[config.mk]
export PLATFORM = sky130hd
export DESIGN_NAME = decim_cfg_status_top
export DESIGN_NICKNAME = d
export VERILOG_FILES = /design/src/hdl/decim_regs_pkg.sv /design/src/hdl/cfg_write_decoder.sv /design/src/hdl/coeff_bank.sv /design/src/hdl/status_reporter.sv /design/src/hdl/decim_cfg_status_top.sv
export VERILOG_INCLUDE_DIRS = /design/src /design/src/include
export SDC_FILE = /design/constraint.sdc
export NUM_CORES = 1
export LEC_CHECK = 0
export BUFFER_PORTS_ARGS = -buffer_cell sky130_fd_sc_hd__buf_4
export CORE_AREA = 5 5 195 197
export CTS_CLUSTER_DIAMETER = 40
export CTS_CLUSTER_SIZE = 20
export DETAILED_ROUTE_END_ITERATION = 12
export DIE_AREA = 0 0 200 202
export GPL_ROUTABILITY_DRIVEN = 0
export PLACE_DENSITY = 0.9
export SETUP_SLACK_MARGIN = 0.02
export SYNTH_ARGS = -nofsm -noshare
export SYNTH_HDL_FRONTEND = slang
export SYNTH_HIERARCHICAL = 1
export SYNTH_SLANG_ARGS = --single-unit
[constraint.sdc]
create_clock -name i_clk -period 5.62 [get_ports i_clk]
set_input_delay 0.562 -clock i_clk [delete_from_list [all_inputs] [get_ports i_clk]]
set_output_delay 0.562 -clock i_clk [all_outputs]
set_load 0.01 [all_outputs]
[src/include/decim_regs_defs.svh]
`ifndef DECIM_REGS_DEFS_SVH
`define DECIM_REGS_DEFS_SVH

// ==================================================
// Coefficient bank geometry
// ==================================================

`define DECIM_FIR_TAPS   16       // FIR taps held in the bank
`define DECIM_HB_TAPS    9        // Halfband taps, odd length

`define DECIM_COEFF_W    18       // Stored coefficient width

// ==================================================
// Address map
// ==================================================

`define DECIM_FIR_BASE   8'd0     // FIR taps at 0..15
`define DECIM_HB_BASE    8'd64    // Halfband taps at 64..72

// ==================================================
// Pass-through defaults
// ==================================================

// Centre tap of each bank gets unity, all others zero
`define DECIM_FIR_CENTER 8
`define DECIM_HB_CENTER  4

`define DECIM_UNITY      18'h1_0000  // 1.0 with 16 fraction bits

`endif

[src/hdl/decim_regs_pkg.sv]
`default_nettype none

`include "decim_regs_defs.svh"

package decim_regs_pkg;

    // One flag per filter stage
    typedef struct packed {
        logic cic;
        logic fir;
        logic hb;
    } stage_flags_t;

    // Raw configuration write as seen on the port
    typedef struct packed {
        logic [7:0]  addr;
        logic [31:0] data;
    } cfg_req_t;

    typedef enum logic {
        bank_fir = 1'b0,
        bank_hb  = 1'b1
    } bank_sel_e;

    typedef logic [`DECIM_COEFF_W-1:0] coeff_t;

    // Decoded write towards the coefficient bank
    typedef struct packed {
        logic      en;
        bank_sel_e bank;
        logic [4:0] tap;   // Index within the selected bank
        coeff_t    value;
    } coeff_wr_t;

    typedef struct packed {
        logic addr_err;
        logic range_err;
    } cfg_err_t;

    // Codes kept compatible with the existing firmware
    typedef enum logic [2:0] {
        err_none         = 3'd0,
        err_overflow     = 3'd1,
        err_underflow    = 3'd2,
        err_invalid_addr = 3'd4,
        err_coeff_range  = 3'd5
    } err_type_e;

    typedef struct packed {
        logic cic_active;   // bit 7
        logic fir_active;
        logic hb_active;
        logic error;
        logic overflow;
        logic underflow;
        logic addr_error;
        logic range_error;  // bit 0
    } status_t;

endpackage

`default_nettype wire

[src/hdl/cfg_write_decoder.sv]
`default_nettype none

`include "decim_regs_defs.svh"

module cfg_write_decoder
    import decim_regs_pkg::*;
(
    input  wire           i_clk,
    input  wire           i_rst_n,
    input  wire           i_enable,
    input  wire           i_cfg_valid,  // One-cycle write strobe
    input  wire cfg_req_t i_cfg,
    output coeff_wr_t     o_wr,
    output cfg_err_t      o_err
);

    logic [7:0] fir_off;
    logic [7:0] hb_off;
    logic       fir_hit;
    logic       hb_hit;
    logic       addr_ok;
    logic       data_fits;
    logic       accept;

    logic       wr_en_q;
    cfg_err_t   err_q;
    bank_sel_e  bank_q;
    logic [4:0] tap_q;
    coeff_t     value_q;

    // ==================================================
    // Address and data classification
    // ==================================================

    assign accept = i_enable & i_cfg_valid;  // Disabled writes vanish silently

    // Offset from each base; an address below the base wraps and fails the compare
    assign fir_off = i_cfg.addr - `DECIM_FIR_BASE;
    assign hb_off  = i_cfg.addr - `DECIM_HB_BASE;

    assign fir_hit = (fir_off < 8'(`DECIM_FIR_TAPS));
    assign hb_hit  = (hb_off < 8'(`DECIM_HB_TAPS));
    assign addr_ok = fir_hit | hb_hit;

    assign data_fits = (i_cfg.data[31:`DECIM_COEFF_W] == '0);

    // ==================================================
    // Registered write and error strobes
    // ==================================================

    always_ff @(posedge i_clk or negedge i_rst_n) begin
        if (!i_rst_n) begin
            wr_en_q <= 1'b0;
            err_q   <= '0;
        end else begin
            wr_en_q         <= accept & addr_ok & data_fits;
            err_q.addr_err  <= accept & ~addr_ok;             // Wins over range
            err_q.range_err <= accept & addr_ok & ~data_fits;
        end
    end

    // Payload only matters while wr_en_q is high
    always_ff @(posedge i_clk) begin
        if (accept) begin
            bank_q  <= fir_hit ? bank_fir : bank_hb;
            tap_q   <= fir_hit ? fir_off[4:0] : hb_off[4:0];
            value_q <= i_cfg.data[`DECIM_COEFF_W-1:0];
        end
    end

    assign o_wr = '{en: wr_en_q, bank: bank_q, tap: tap_q, value: value_q};
    assign o_err = err_q;

endmodule

`default_nettype wire

[src/hdl/coeff_bank.sv]
`default_nettype none

`include "decim_regs_defs.svh"

module coeff_bank
    import decim_regs_pkg::*;
(
    input  wire                              i_clk,
    input  wire                              i_rst_n,
    input  wire coeff_wr_t                   i_wr,
    output coeff_t [`DECIM_FIR_TAPS-1:0]     o_fir_coeff,
    output coeff_t [`DECIM_HB_TAPS-1:0]      o_hb_coeff
);

    logic fir_wr;
    logic hb_wr;

    // Default tap value of a pass-through filter
    function automatic coeff_t pass_tap(input int idx, input int center);
        coeff_t value;
        if (idx == center) begin
            value = `DECIM_UNITY;
        end else begin
            value = '0;
        end
        return value;
    endfunction

    assign fir_wr = i_wr.en && (i_wr.bank == bank_fir);
    assign hb_wr  = i_wr.en && (i_wr.bank == bank_hb);

    // ==================================================
    // FIR bank
    // ==================================================

    always_ff @(posedge i_clk or negedge i_rst_n) begin
        if (!i_rst_n) begin
            for (int i = 0; i < `DECIM_FIR_TAPS; i++) begin
                o_fir_coeff[i] <= pass_tap(i, `DECIM_FIR_CENTER);
            end
        end else if (fir_wr) begin
            for (int i = 0; i < `DECIM_FIR_TAPS; i++) begin
                if (i_wr.tap == 5'(i)) begin
                    o_fir_coeff[i] <= i_wr.value;
                end
            end
        end
    end

    // ==================================================
    // Halfband bank
    // ==================================================

    // Tap index is already range checked by the decoder
    always_ff @(posedge i_clk or negedge i_rst_n) begin
        if (!i_rst_n) begin
            for (int i = 0; i < `DECIM_HB_TAPS; i++) begin
                o_hb_coeff[i] <= pass_tap(i, `DECIM_HB_CENTER);
            end
        end else if (hb_wr) begin
            for (int i = 0; i < `DECIM_HB_TAPS; i++) begin
                if (i_wr.tap == 5'(i)) begin
                    o_hb_coeff[i] <= i_wr.value;
                end
            end
        end
    end

endmodule

`default_nettype wire

[src/hdl/status_reporter.sv]
`default_nettype none

module status_reporter
    import decim_regs_pkg::*;
(
    input  wire               i_clk,
    input  wire               i_rst_n,
    input  wire               i_enable,
    input  wire stage_flags_t i_stage_valid,
    input  wire stage_flags_t i_stage_ovf,
    input  wire stage_flags_t i_stage_unf,
    input  wire cfg_err_t     i_cfg_err,      // From the write decoder
    output status_t           o_status,
    output logic              o_busy,
    output logic              o_error,
    output err_type_e         o_err_type
);

    logic      ovf_any;
    logic      unf_any;
    logic      err_any;
    logic      busy_d;
    status_t   status_d;
    err_type_e err_type_d;

    // ==================================================
    // Flag collection
    // ==================================================

    assign ovf_any = i_stage_ovf.cic | i_stage_ovf.fir | i_stage_ovf.hb;
    assign unf_any = i_stage_unf.cic | i_stage_unf.fir | i_stage_unf.hb;

    // Error bit comes from this cycle's flags, not last cycle's
    assign err_any = ovf_any | unf_any | i_cfg_err.addr_err | i_cfg_err.range_err;

    assign busy_d = i_stage_valid.cic | i_stage_valid.fir | i_stage_valid.hb;

    always_comb begin
        status_d.cic_active  = i_stage_valid.cic;
        status_d.fir_active  = i_stage_valid.fir;
        status_d.hb_active   = i_stage_valid.hb;
        status_d.error       = err_any;
        status_d.overflow    = ovf_any;
        status_d.underflow   = unf_any;
        status_d.addr_error  = i_cfg_err.addr_err;
        status_d.range_error = i_cfg_err.range_err;
    end

    // Stage faults outrank configuration faults
    always_comb begin
        if (ovf_any) begin
            err_type_d = err_overflow;
        end else if (unf_any) begin
            err_type_d = err_underflow;
        end else if (i_cfg_err.addr_err) begin
            err_type_d = err_invalid_addr;
        end else if (i_cfg_err.range_err) begin
            err_type_d = err_coeff_range;
        end else begin
            err_type_d = err_none;
        end
    end

    // ==================================================
    // Output registers
    // ==================================================

    always_ff @(posedge i_clk or negedge i_rst_n) begin
        if (!i_rst_n) begin
            o_status   <= '0;
            o_busy     <= 1'b0;
            o_error    <= 1'b0;
            o_err_type <= err_none;
        end else if (!i_enable) begin
            // Disabled chain reports nothing
            o_status   <= '0;
            o_busy     <= 1'b0;
            o_error    <= 1'b0;
            o_err_type <= err_none;
        end else begin
            o_status   <= status_d;
            o_busy     <= busy_d;
            o_error    <= err_any;
            o_err_type <= err_type_d;
        end
    end

endmodule

`default_nettype wire

[src/hdl/decim_cfg_status_top.sv]
`default_nettype none

`include "decim_regs_defs.svh"

module decim_cfg_status_top
    import decim_regs_pkg::*;
(
    input  wire                          i_clk,
    input  wire                          i_rst_n,
    input  wire                          i_enable,

    // Configuration write port
    input  wire                          i_cfg_valid,
    input  wire cfg_req_t                i_cfg,

    // Per-stage flags from the filter chain
    input  wire stage_flags_t            i_stage_valid,
    input  wire stage_flags_t            i_stage_ovf,
    input  wire stage_flags_t            i_stage_unf,

    output coeff_t [`DECIM_FIR_TAPS-1:0] o_fir_coeff,
    output coeff_t [`DECIM_HB_TAPS-1:0]  o_hb_coeff,

    output status_t                      o_status,
    output logic                         o_busy,
    output logic                         o_error,
    output err_type_e                    o_err_type
);

    wire coeff_wr_t cfg_wr;    // Decoded coefficient write
    wire cfg_err_t  cfg_err;   // Rejected write reasons

    // ==================================================
    // Write decode, bank storage, status
    // ==================================================

    cfg_write_decoder i_cfg_write_decoder (
        .i_clk       (i_clk),
        .i_rst_n     (i_rst_n),
        .i_enable    (i_enable),
        .i_cfg_valid (i_cfg_valid),
        .i_cfg       (i_cfg),
        .o_wr        (cfg_wr),
        .o_err       (cfg_err)
    );

    coeff_bank i_coeff_bank (
        .i_clk       (i_clk),
        .i_rst_n     (i_rst_n),
        .i_wr        (cfg_wr),
        .o_fir_coeff (o_fir_coeff),
        .o_hb_coeff  (o_hb_coeff)
    );

    status_reporter i_status_reporter (
        .i_clk         (i_clk),
        .i_rst_n       (i_rst_n),
        .i_enable      (i_enable),
        .i_stage_valid (i_stage_valid),
        .i_stage_ovf   (i_stage_ovf),
        .i_stage_unf   (i_stage_unf),
        .i_cfg_err     (cfg_err),
        .o_status      (o_status),
        .o_busy        (o_busy),
        .o_error       (o_error),
        .o_err_type    (o_err_type)
    );

endmodule

`default_nettype wire

# Word level (Yosys, flattened, before mapping)
# Cells that the tools add are included.
classes:
  n_addsub: 1
  n_mul: 0
  n_div: 0
  order_cmp: 2
  n_eq_ne: 15
  shift: 0
  n_mux: 10
  bitwise_logic: 18
  n_reduce_logical: 29
op_table:
  columns: ["operator", "n"]
  rows:
  - ["$reduce_and A2 Y1", 25]
  - ["$eq A5 B4 Y1 const B", 8]
  - ["$eq A5 B3 Y1 const B", 4]
  - ["$mux W3", 5]
  - ["$logic_not A14 Y1", 1]
  - ["$eq A5 B2 Y1 const B", 2]
  - ["$or A1 B1 Y1", 10]
  - ["$lt A8 B4 Y1 const B", 1]
  - ["$lt A8 B5 Y1 const B", 1]
  - ["$mux W8", 1]
  - ["$sub A8 B7 Y8 const B", 1]
  - ["$and A1 B1 Y1", 5]
  - ["$eq A5 B1 Y1 const B", 1]
  - ["$logic_not A5 Y1", 1]
  - ["$mux W5", 1]
  - ["$mux W1", 3]
  - ["$not A1 Y1", 3]
  - ["$logic_and A1 B1 Y1", 2]
word_totals:
  ff_bits: 490
  latchBits: 0
  ram_bits: 0
  rom_bits: 0
  out_inout_bits: 463
  elab_cells: 117
  memories: 0

# Logic depth before layout (Yosys ltp)
depth:
  ltp_word: 6
  ltp_mapped: 6
  mapped_depth_nobuf: 3

# Modules after synthesis
# Netlist, hierarchy kept.
by_module_without_submodules:
  columns: ["module", "n_inst", "cells_each", "area_per_inst_um2", "seq_area_each_um2"]
  rows:
  - ["coeff_bank", 1, 1006, 17122.7, 11263.3]
  - ["cfg_write_decoder", 1, 43, 908.4, 795.8]
  - ["status_reporter", 1, 31, 426.7, 300.3]

# Worst setup path before layout
# OpenSTA, ideal clock, no wires.
synth_path:
  path_kind: "flip-flop to flip-flop"
  from: "register i_cfg_write_decoder.tap_q[1]"
  to: "register i_coeff_bank/o_hb_coeff[151] (netlist bit)"
  setup_time_ns: 0.125
  arrival_ns: 1.797
  required_ns: 5.495
  path_slack_ns: 3.699
  path_stages_with_launch: 6
  cell_sequence: "edfxtp_1 -> or3_2 -> buf_2 -> nor2_8 -> buf_6 -> mux2_2"
synth_via:
  elab_chain_len: 2
synth_lines:
  columns: ["element", "line_no", "text"]
  rows:
  - ["start: declaration", "cfg_write_decoder.sv:28", "logic [4:0] tap_q;"]
  - ["start signal: assignment", "cfg_write_decoder.sv:66", "tap_q <= fir_hit ? fir_off[4:0] : hb_off[4:0];"]
  - ["$eq A5 B4 Y1", "coeff_bank.sv:62", "if (i_wr.tap == 5'(i)) begin"]
  - ["$reduce_and A2 Y1 (no source line)", null, null]
  - ["end signal: indexed assignment", "coeff_bank.sv:58", "o_hb_coeff[i] <= pass_tap(i, `DECIM_HB_CENTER);"]
  - ["end signal: indexed assignment", "coeff_bank.sv:63", "o_hb_coeff[i] <= i_wr.value;"]
  - ["end: declaration", "coeff_bank.sv:12", "output coeff_t [`DECIM_HB_TAPS-1:0] o_hb_coeff"]
# Every way passes these cells.
# A chain may end at the register's enable or synchronous reset.

# Worst setup path in the final report
layout_path:
  from: "register i_cfg_write_decoder.tap_q[1]"
  to: "register i_coeff_bank/o_fir_coeff[81] (netlist bit)"
layout_via:
  elab_chain_len: 2
layout_lines:
  columns: ["element", "line_no", "text"]
  rows:
  - ["$eq A5 B3 Y1", "coeff_bank.sv:43", "if (i_wr.tap == 5'(i)) begin"]
  - ["$reduce_and A2 Y1 (no source line)", null, null]
  - ["end signal: indexed assignment", "coeff_bank.sv:39", "o_fir_coeff[i] <= pass_tap(i, `DECIM_FIR_CENTER);"]
  - ["end signal: indexed assignment", "coeff_bank.sv:44", "o_fir_coeff[i] <= i_wr.value;"]
  - ["end: declaration", "coeff_bank.sv:11", "output coeff_t [`DECIM_FIR_TAPS-1:0] o_fir_coeff,"]
# Every way passes these cells.

==> metrics.md <==
| Metric | Value |
|---|---|
| DR iter-0 viols | 482 |
| Final worst-path cycle share | between 30 and 40% |
| Worst Tran Pin Value | 1.20 ns |
| Die W | 200 um |
| Yosys top cell by area | dfrtp_1 |
| Final worst path period need | around 2.2 ns |
| Critical setup path kind | reg -> reg |
| CTS resizes | 0 |
| GRT Total Usage | 26.8% |
| Peak supply drop | 393 uV |
| Reg2reg path depth | 3 |
| H-tree level count | 2 |
| Worst skew pair latency | a little under 0.6 ns |
| Top Ports | roughly 520 |
| Hold crit path type | in -> reg |
| ANT cells | 0 |
| R2R Path End | i_coeff_bank/o_fir_coeff[81]$_DFFE_PN0P_ |
| Synthesized instance count | 1080 |
| Crit. End Element | register |
| Leak | 13.4 nW |
| Final hold vios | 0 |
| Area grow syn2layout | 33.7% |
| Mapped Area | around 0.018 mm^2 |
| Max FO, Critical Path | 18 |
| Post-CTS Setup Inserts | 0 |
| DPL Wire Length | 36.1 mm |
| Clk_skew | about 0.029 ns |
| Port buffer count | 515 |
| Levels on crit path | 3 |
| Slowest stage delay, CP | around 0.66 ns |
| Distinct cells, synth | 41 |
| Status | completed |
| PD cells | 314 mW/mm^2 |
| Post-Syn Nets | between 1000 and 1500 |
| Critical path arrival | 2.68 ns |
| RSZ-0062 raised after global routing | no |
| Cell family with most CP delay | simple AND/OR/NAND/NOR gates |
| TritonCTS clock tree | yes |
| Initial core utilization | 51.2% |
| Syn Area/Cell | 17.1 um^2 |
| Reg2Reg Launch Point | i_cfg_write_decoder/tap_q[1]$_DFFE_PP_ |
| TritonCTS Buffers | 56 |
| YS warnings | 6 |
| Average wire per standard cell | 25.9 um |
| Core area | 0.0361 mm^2 |
| Worst setup SP type | register |
| CTS Buffer Depth | 3 |
| Final setup vio count | 0 |
| Worst EP required | about 6.1 ns |
| Slew Limit Fails | 0 |
| Final Total Pwr | approximately 7.7 mW |
| Drt drc | 0 |
| Grt total ovfl | 0 |
| Critical path endpoint | i_coeff_bank/o_fir_coeff[81]$_DFFE_PN0P_ |
| Clk root buf | clkbuf_16 |
| Crit. Startpoint | i_cfg_write_decoder/tap_q[1]$_DFFE_PP_ |
| Top-area cell type share of the netlist area | 62.8% |
| Most common cell after layout, fill and taps aside | buf_4 |
| Crit-path cells | nor3_1, nand2_2, mux2_2 |
| Most frequent cells in the layout | 516 x buf_4, 463 x dfrtp_1, 449 x mux2_2, 59 x clkbuf_16, 24 x edfxtp_1 |
| Largest net degree at the start of global routing | 185 |
| Final WL | 54.4 mm |
| Vias/cell | roughly 5.5 |
| First-pass GRT wire length | 81.9 mm |
| Filler cells | 2283 |
| # rows | 70 |
| Max Cap Viol | 0 |
| DR pass1 iterations | 5 |
| Die area | 0.0404 mm^2 |
| Critical Path Slowest Stage Cell | nor3_1 |
| Number of global-route vias before repair | 13000 |
| R2R Setup Slk | ~3.4 ns |
| Register area share after synthesis | 67.0% |
| Fin Setup TNS | 0 ns |
| Layout cells sized above 1 | 68.1% |
| Initial antenna violation count | 0 |
| Register bit total from synthesis | 489 |
| Slew HR | 19.8% |
| Die height | 202 um |
| CTS clock-pin slew for the worst setup and hold paths | roughly 0.070 ns |
| Layout Nets | around 1600 |
| Clk sinks | roughly 490 |
| CP bufs+invs | 0 |
| Antenna Nets Post-Route | 0 |
| Synth top area cells | dfrtp_1 63%, mux2_2 27%, edfxtp_1 3.9% |
| Via count | 11600 |
| FMAX | 451 MHz |
worst min path at each step:
stage / slack, ns / cells past startpoint / from / to
3_5_place_dp: 0.49 / 1 / i_coeff_bank/o_fir_coeff[246]$_DFFE_PN0P_ / i_coeff_bank/o_fir_coeff[246]$_DFFE_PN0P_
6_report: 0.15 / 1 / i_cfg[17] / i_cfg_write_decoder/value_q[17]$_DFFE_PP_
4_1_cts: 0.11 / 1 / i_cfg[4] / i_cfg_write_decoder/value_q[4]$_DFFE_PP_
2_1_floorplan: 0.27 / 0 / i_rst_n / i_cfg_write_decoder/o_err[0]$_DFF_PN0_
5_1_grt: 0.12 / 1 / i_cfg[17] / i_cfg_write_decoder/value_q[17]$_DFFE_PP_
3_3_place_gp: 0.48 / 1 / i_coeff_bank/o_fir_coeff[246]$_DFFE_PN0P_ / i_coeff_bank/o_fir_coeff[246]$_DFFE_PN0P_
registers in the layout, indices dropped and copies added, names as in the netlist:
name	count
i_status_reporter/o_err_type	3
i_status_reporter/o_busy	1
i_cfg_write_decoder/o_err	2
i_cfg_write_decoder/tap_q	5
i_cfg_write_decoder/value_q	18
i_cfg_write_decoder/wr_en_q	1
i_status_reporter/o_status	7
i_cfg_write_decoder/bank_q	1
i_coeff_bank/o_fir_coeff	288
i_coeff_bank/o_hb_coeff	162
i_status_reporter/o_error	1
kinds of logic after synthesis:
family / share of synthesized area, %
AO/OA/AOI/OAI: 0.291
buffers and inverters: 2.21
flip-flops: 67.0
multiplexers: 27.5
AND/OR/NAND/NOR: 3.08
area by class of cell:
cell class | instances | area [um^2] | area share (%)
sequential | 489 | 12400 | 50.1
multi-input combinational | 519 | 5690 | 23.1
timing repair buffer | 520 | 3940 | 16.0
clock buffer | 67 | 1560 | 6.31
tap | 468 | 586 | 2.37
clock inverter | 38 | 536 | 2.17
inverter | 2 | 7.51 | 0.0304
what timing repair did:
item,in CTS,in global routing
hold buffers,1,0
hold endpoints to repair,74,0
setup endpoints to repair,0,0
power by group:
group	leakage [nW]	total (mW)	internal (mW)	switching, mW
registers	6.70	3.65	3.56	0.0870
logic	5.71	0.136	0.0448	0.0909
clock network	1.02	3.96	2.34	1.61
layer usage:
layer | GRT usage [%] | up-vias | part of all wire (%)
met1 | 32.3 | 6080 | 37
met2 | 44.7 | 538 | 50
met4 | 13.3 | 0 | 5.4
met5 | 0 | - | 0
li1 | - | 4865 | -
met3 | 6.65 | 151 | 7.6
metrics by stage:
stage / setup WS, ns / utilization (%) / instance area, um^2 / hold WS [ns] / std cells
6_report: 3.40 / 68.4 / 24700 / 0.154 / 2103
5_1_grt: 3.29 / 68.4 / 24700 / 0.118 / 2103
4_1_cts: 3.38 / 68.4 / 24700 / 0.114 / 2103
3_5_place_dp: 3.39 / 62.6 / 22600 / 0.490 / 1997
3_3_place_gp: 3.48 / 62.6 / 22600 / 0.476 / 1997
2_1_floorplan: 3.70 / - / 18500 / 0.266 / 1080
cells in the mapped netlist, drive strengths merged:
| master | number |
|---|---|
| or3b | 2 |
| o2bb2ai | 1 |
| o31ai | 1 |
| inv | 2 |
| nor2 | 11 |
| dfrtp | 463 |
| dfstp | 2 |
| nand2b | 1 |
| nand4b | 3 |
| a21oi | 1 |
| o311ai | 1 |
| or3 | 4 |
| clkbuf | 42 |
| nor4 | 3 |
| o41a | 1 |
| nor3b | 3 |
| edfxtp | 24 |
| mux2 | 450 |
| nand2 | 18 |
| and4bb | 3 |
| and4 | 1 |
| nor4b | 1 |
| nand3b | 2 |
| nor3 | 4 |
| and3b | 1 |
| o21ai | 1 |
| and2 | 6 |
| buf | 28 |
No activity file was read; power rests on OpenSTA's default activity.
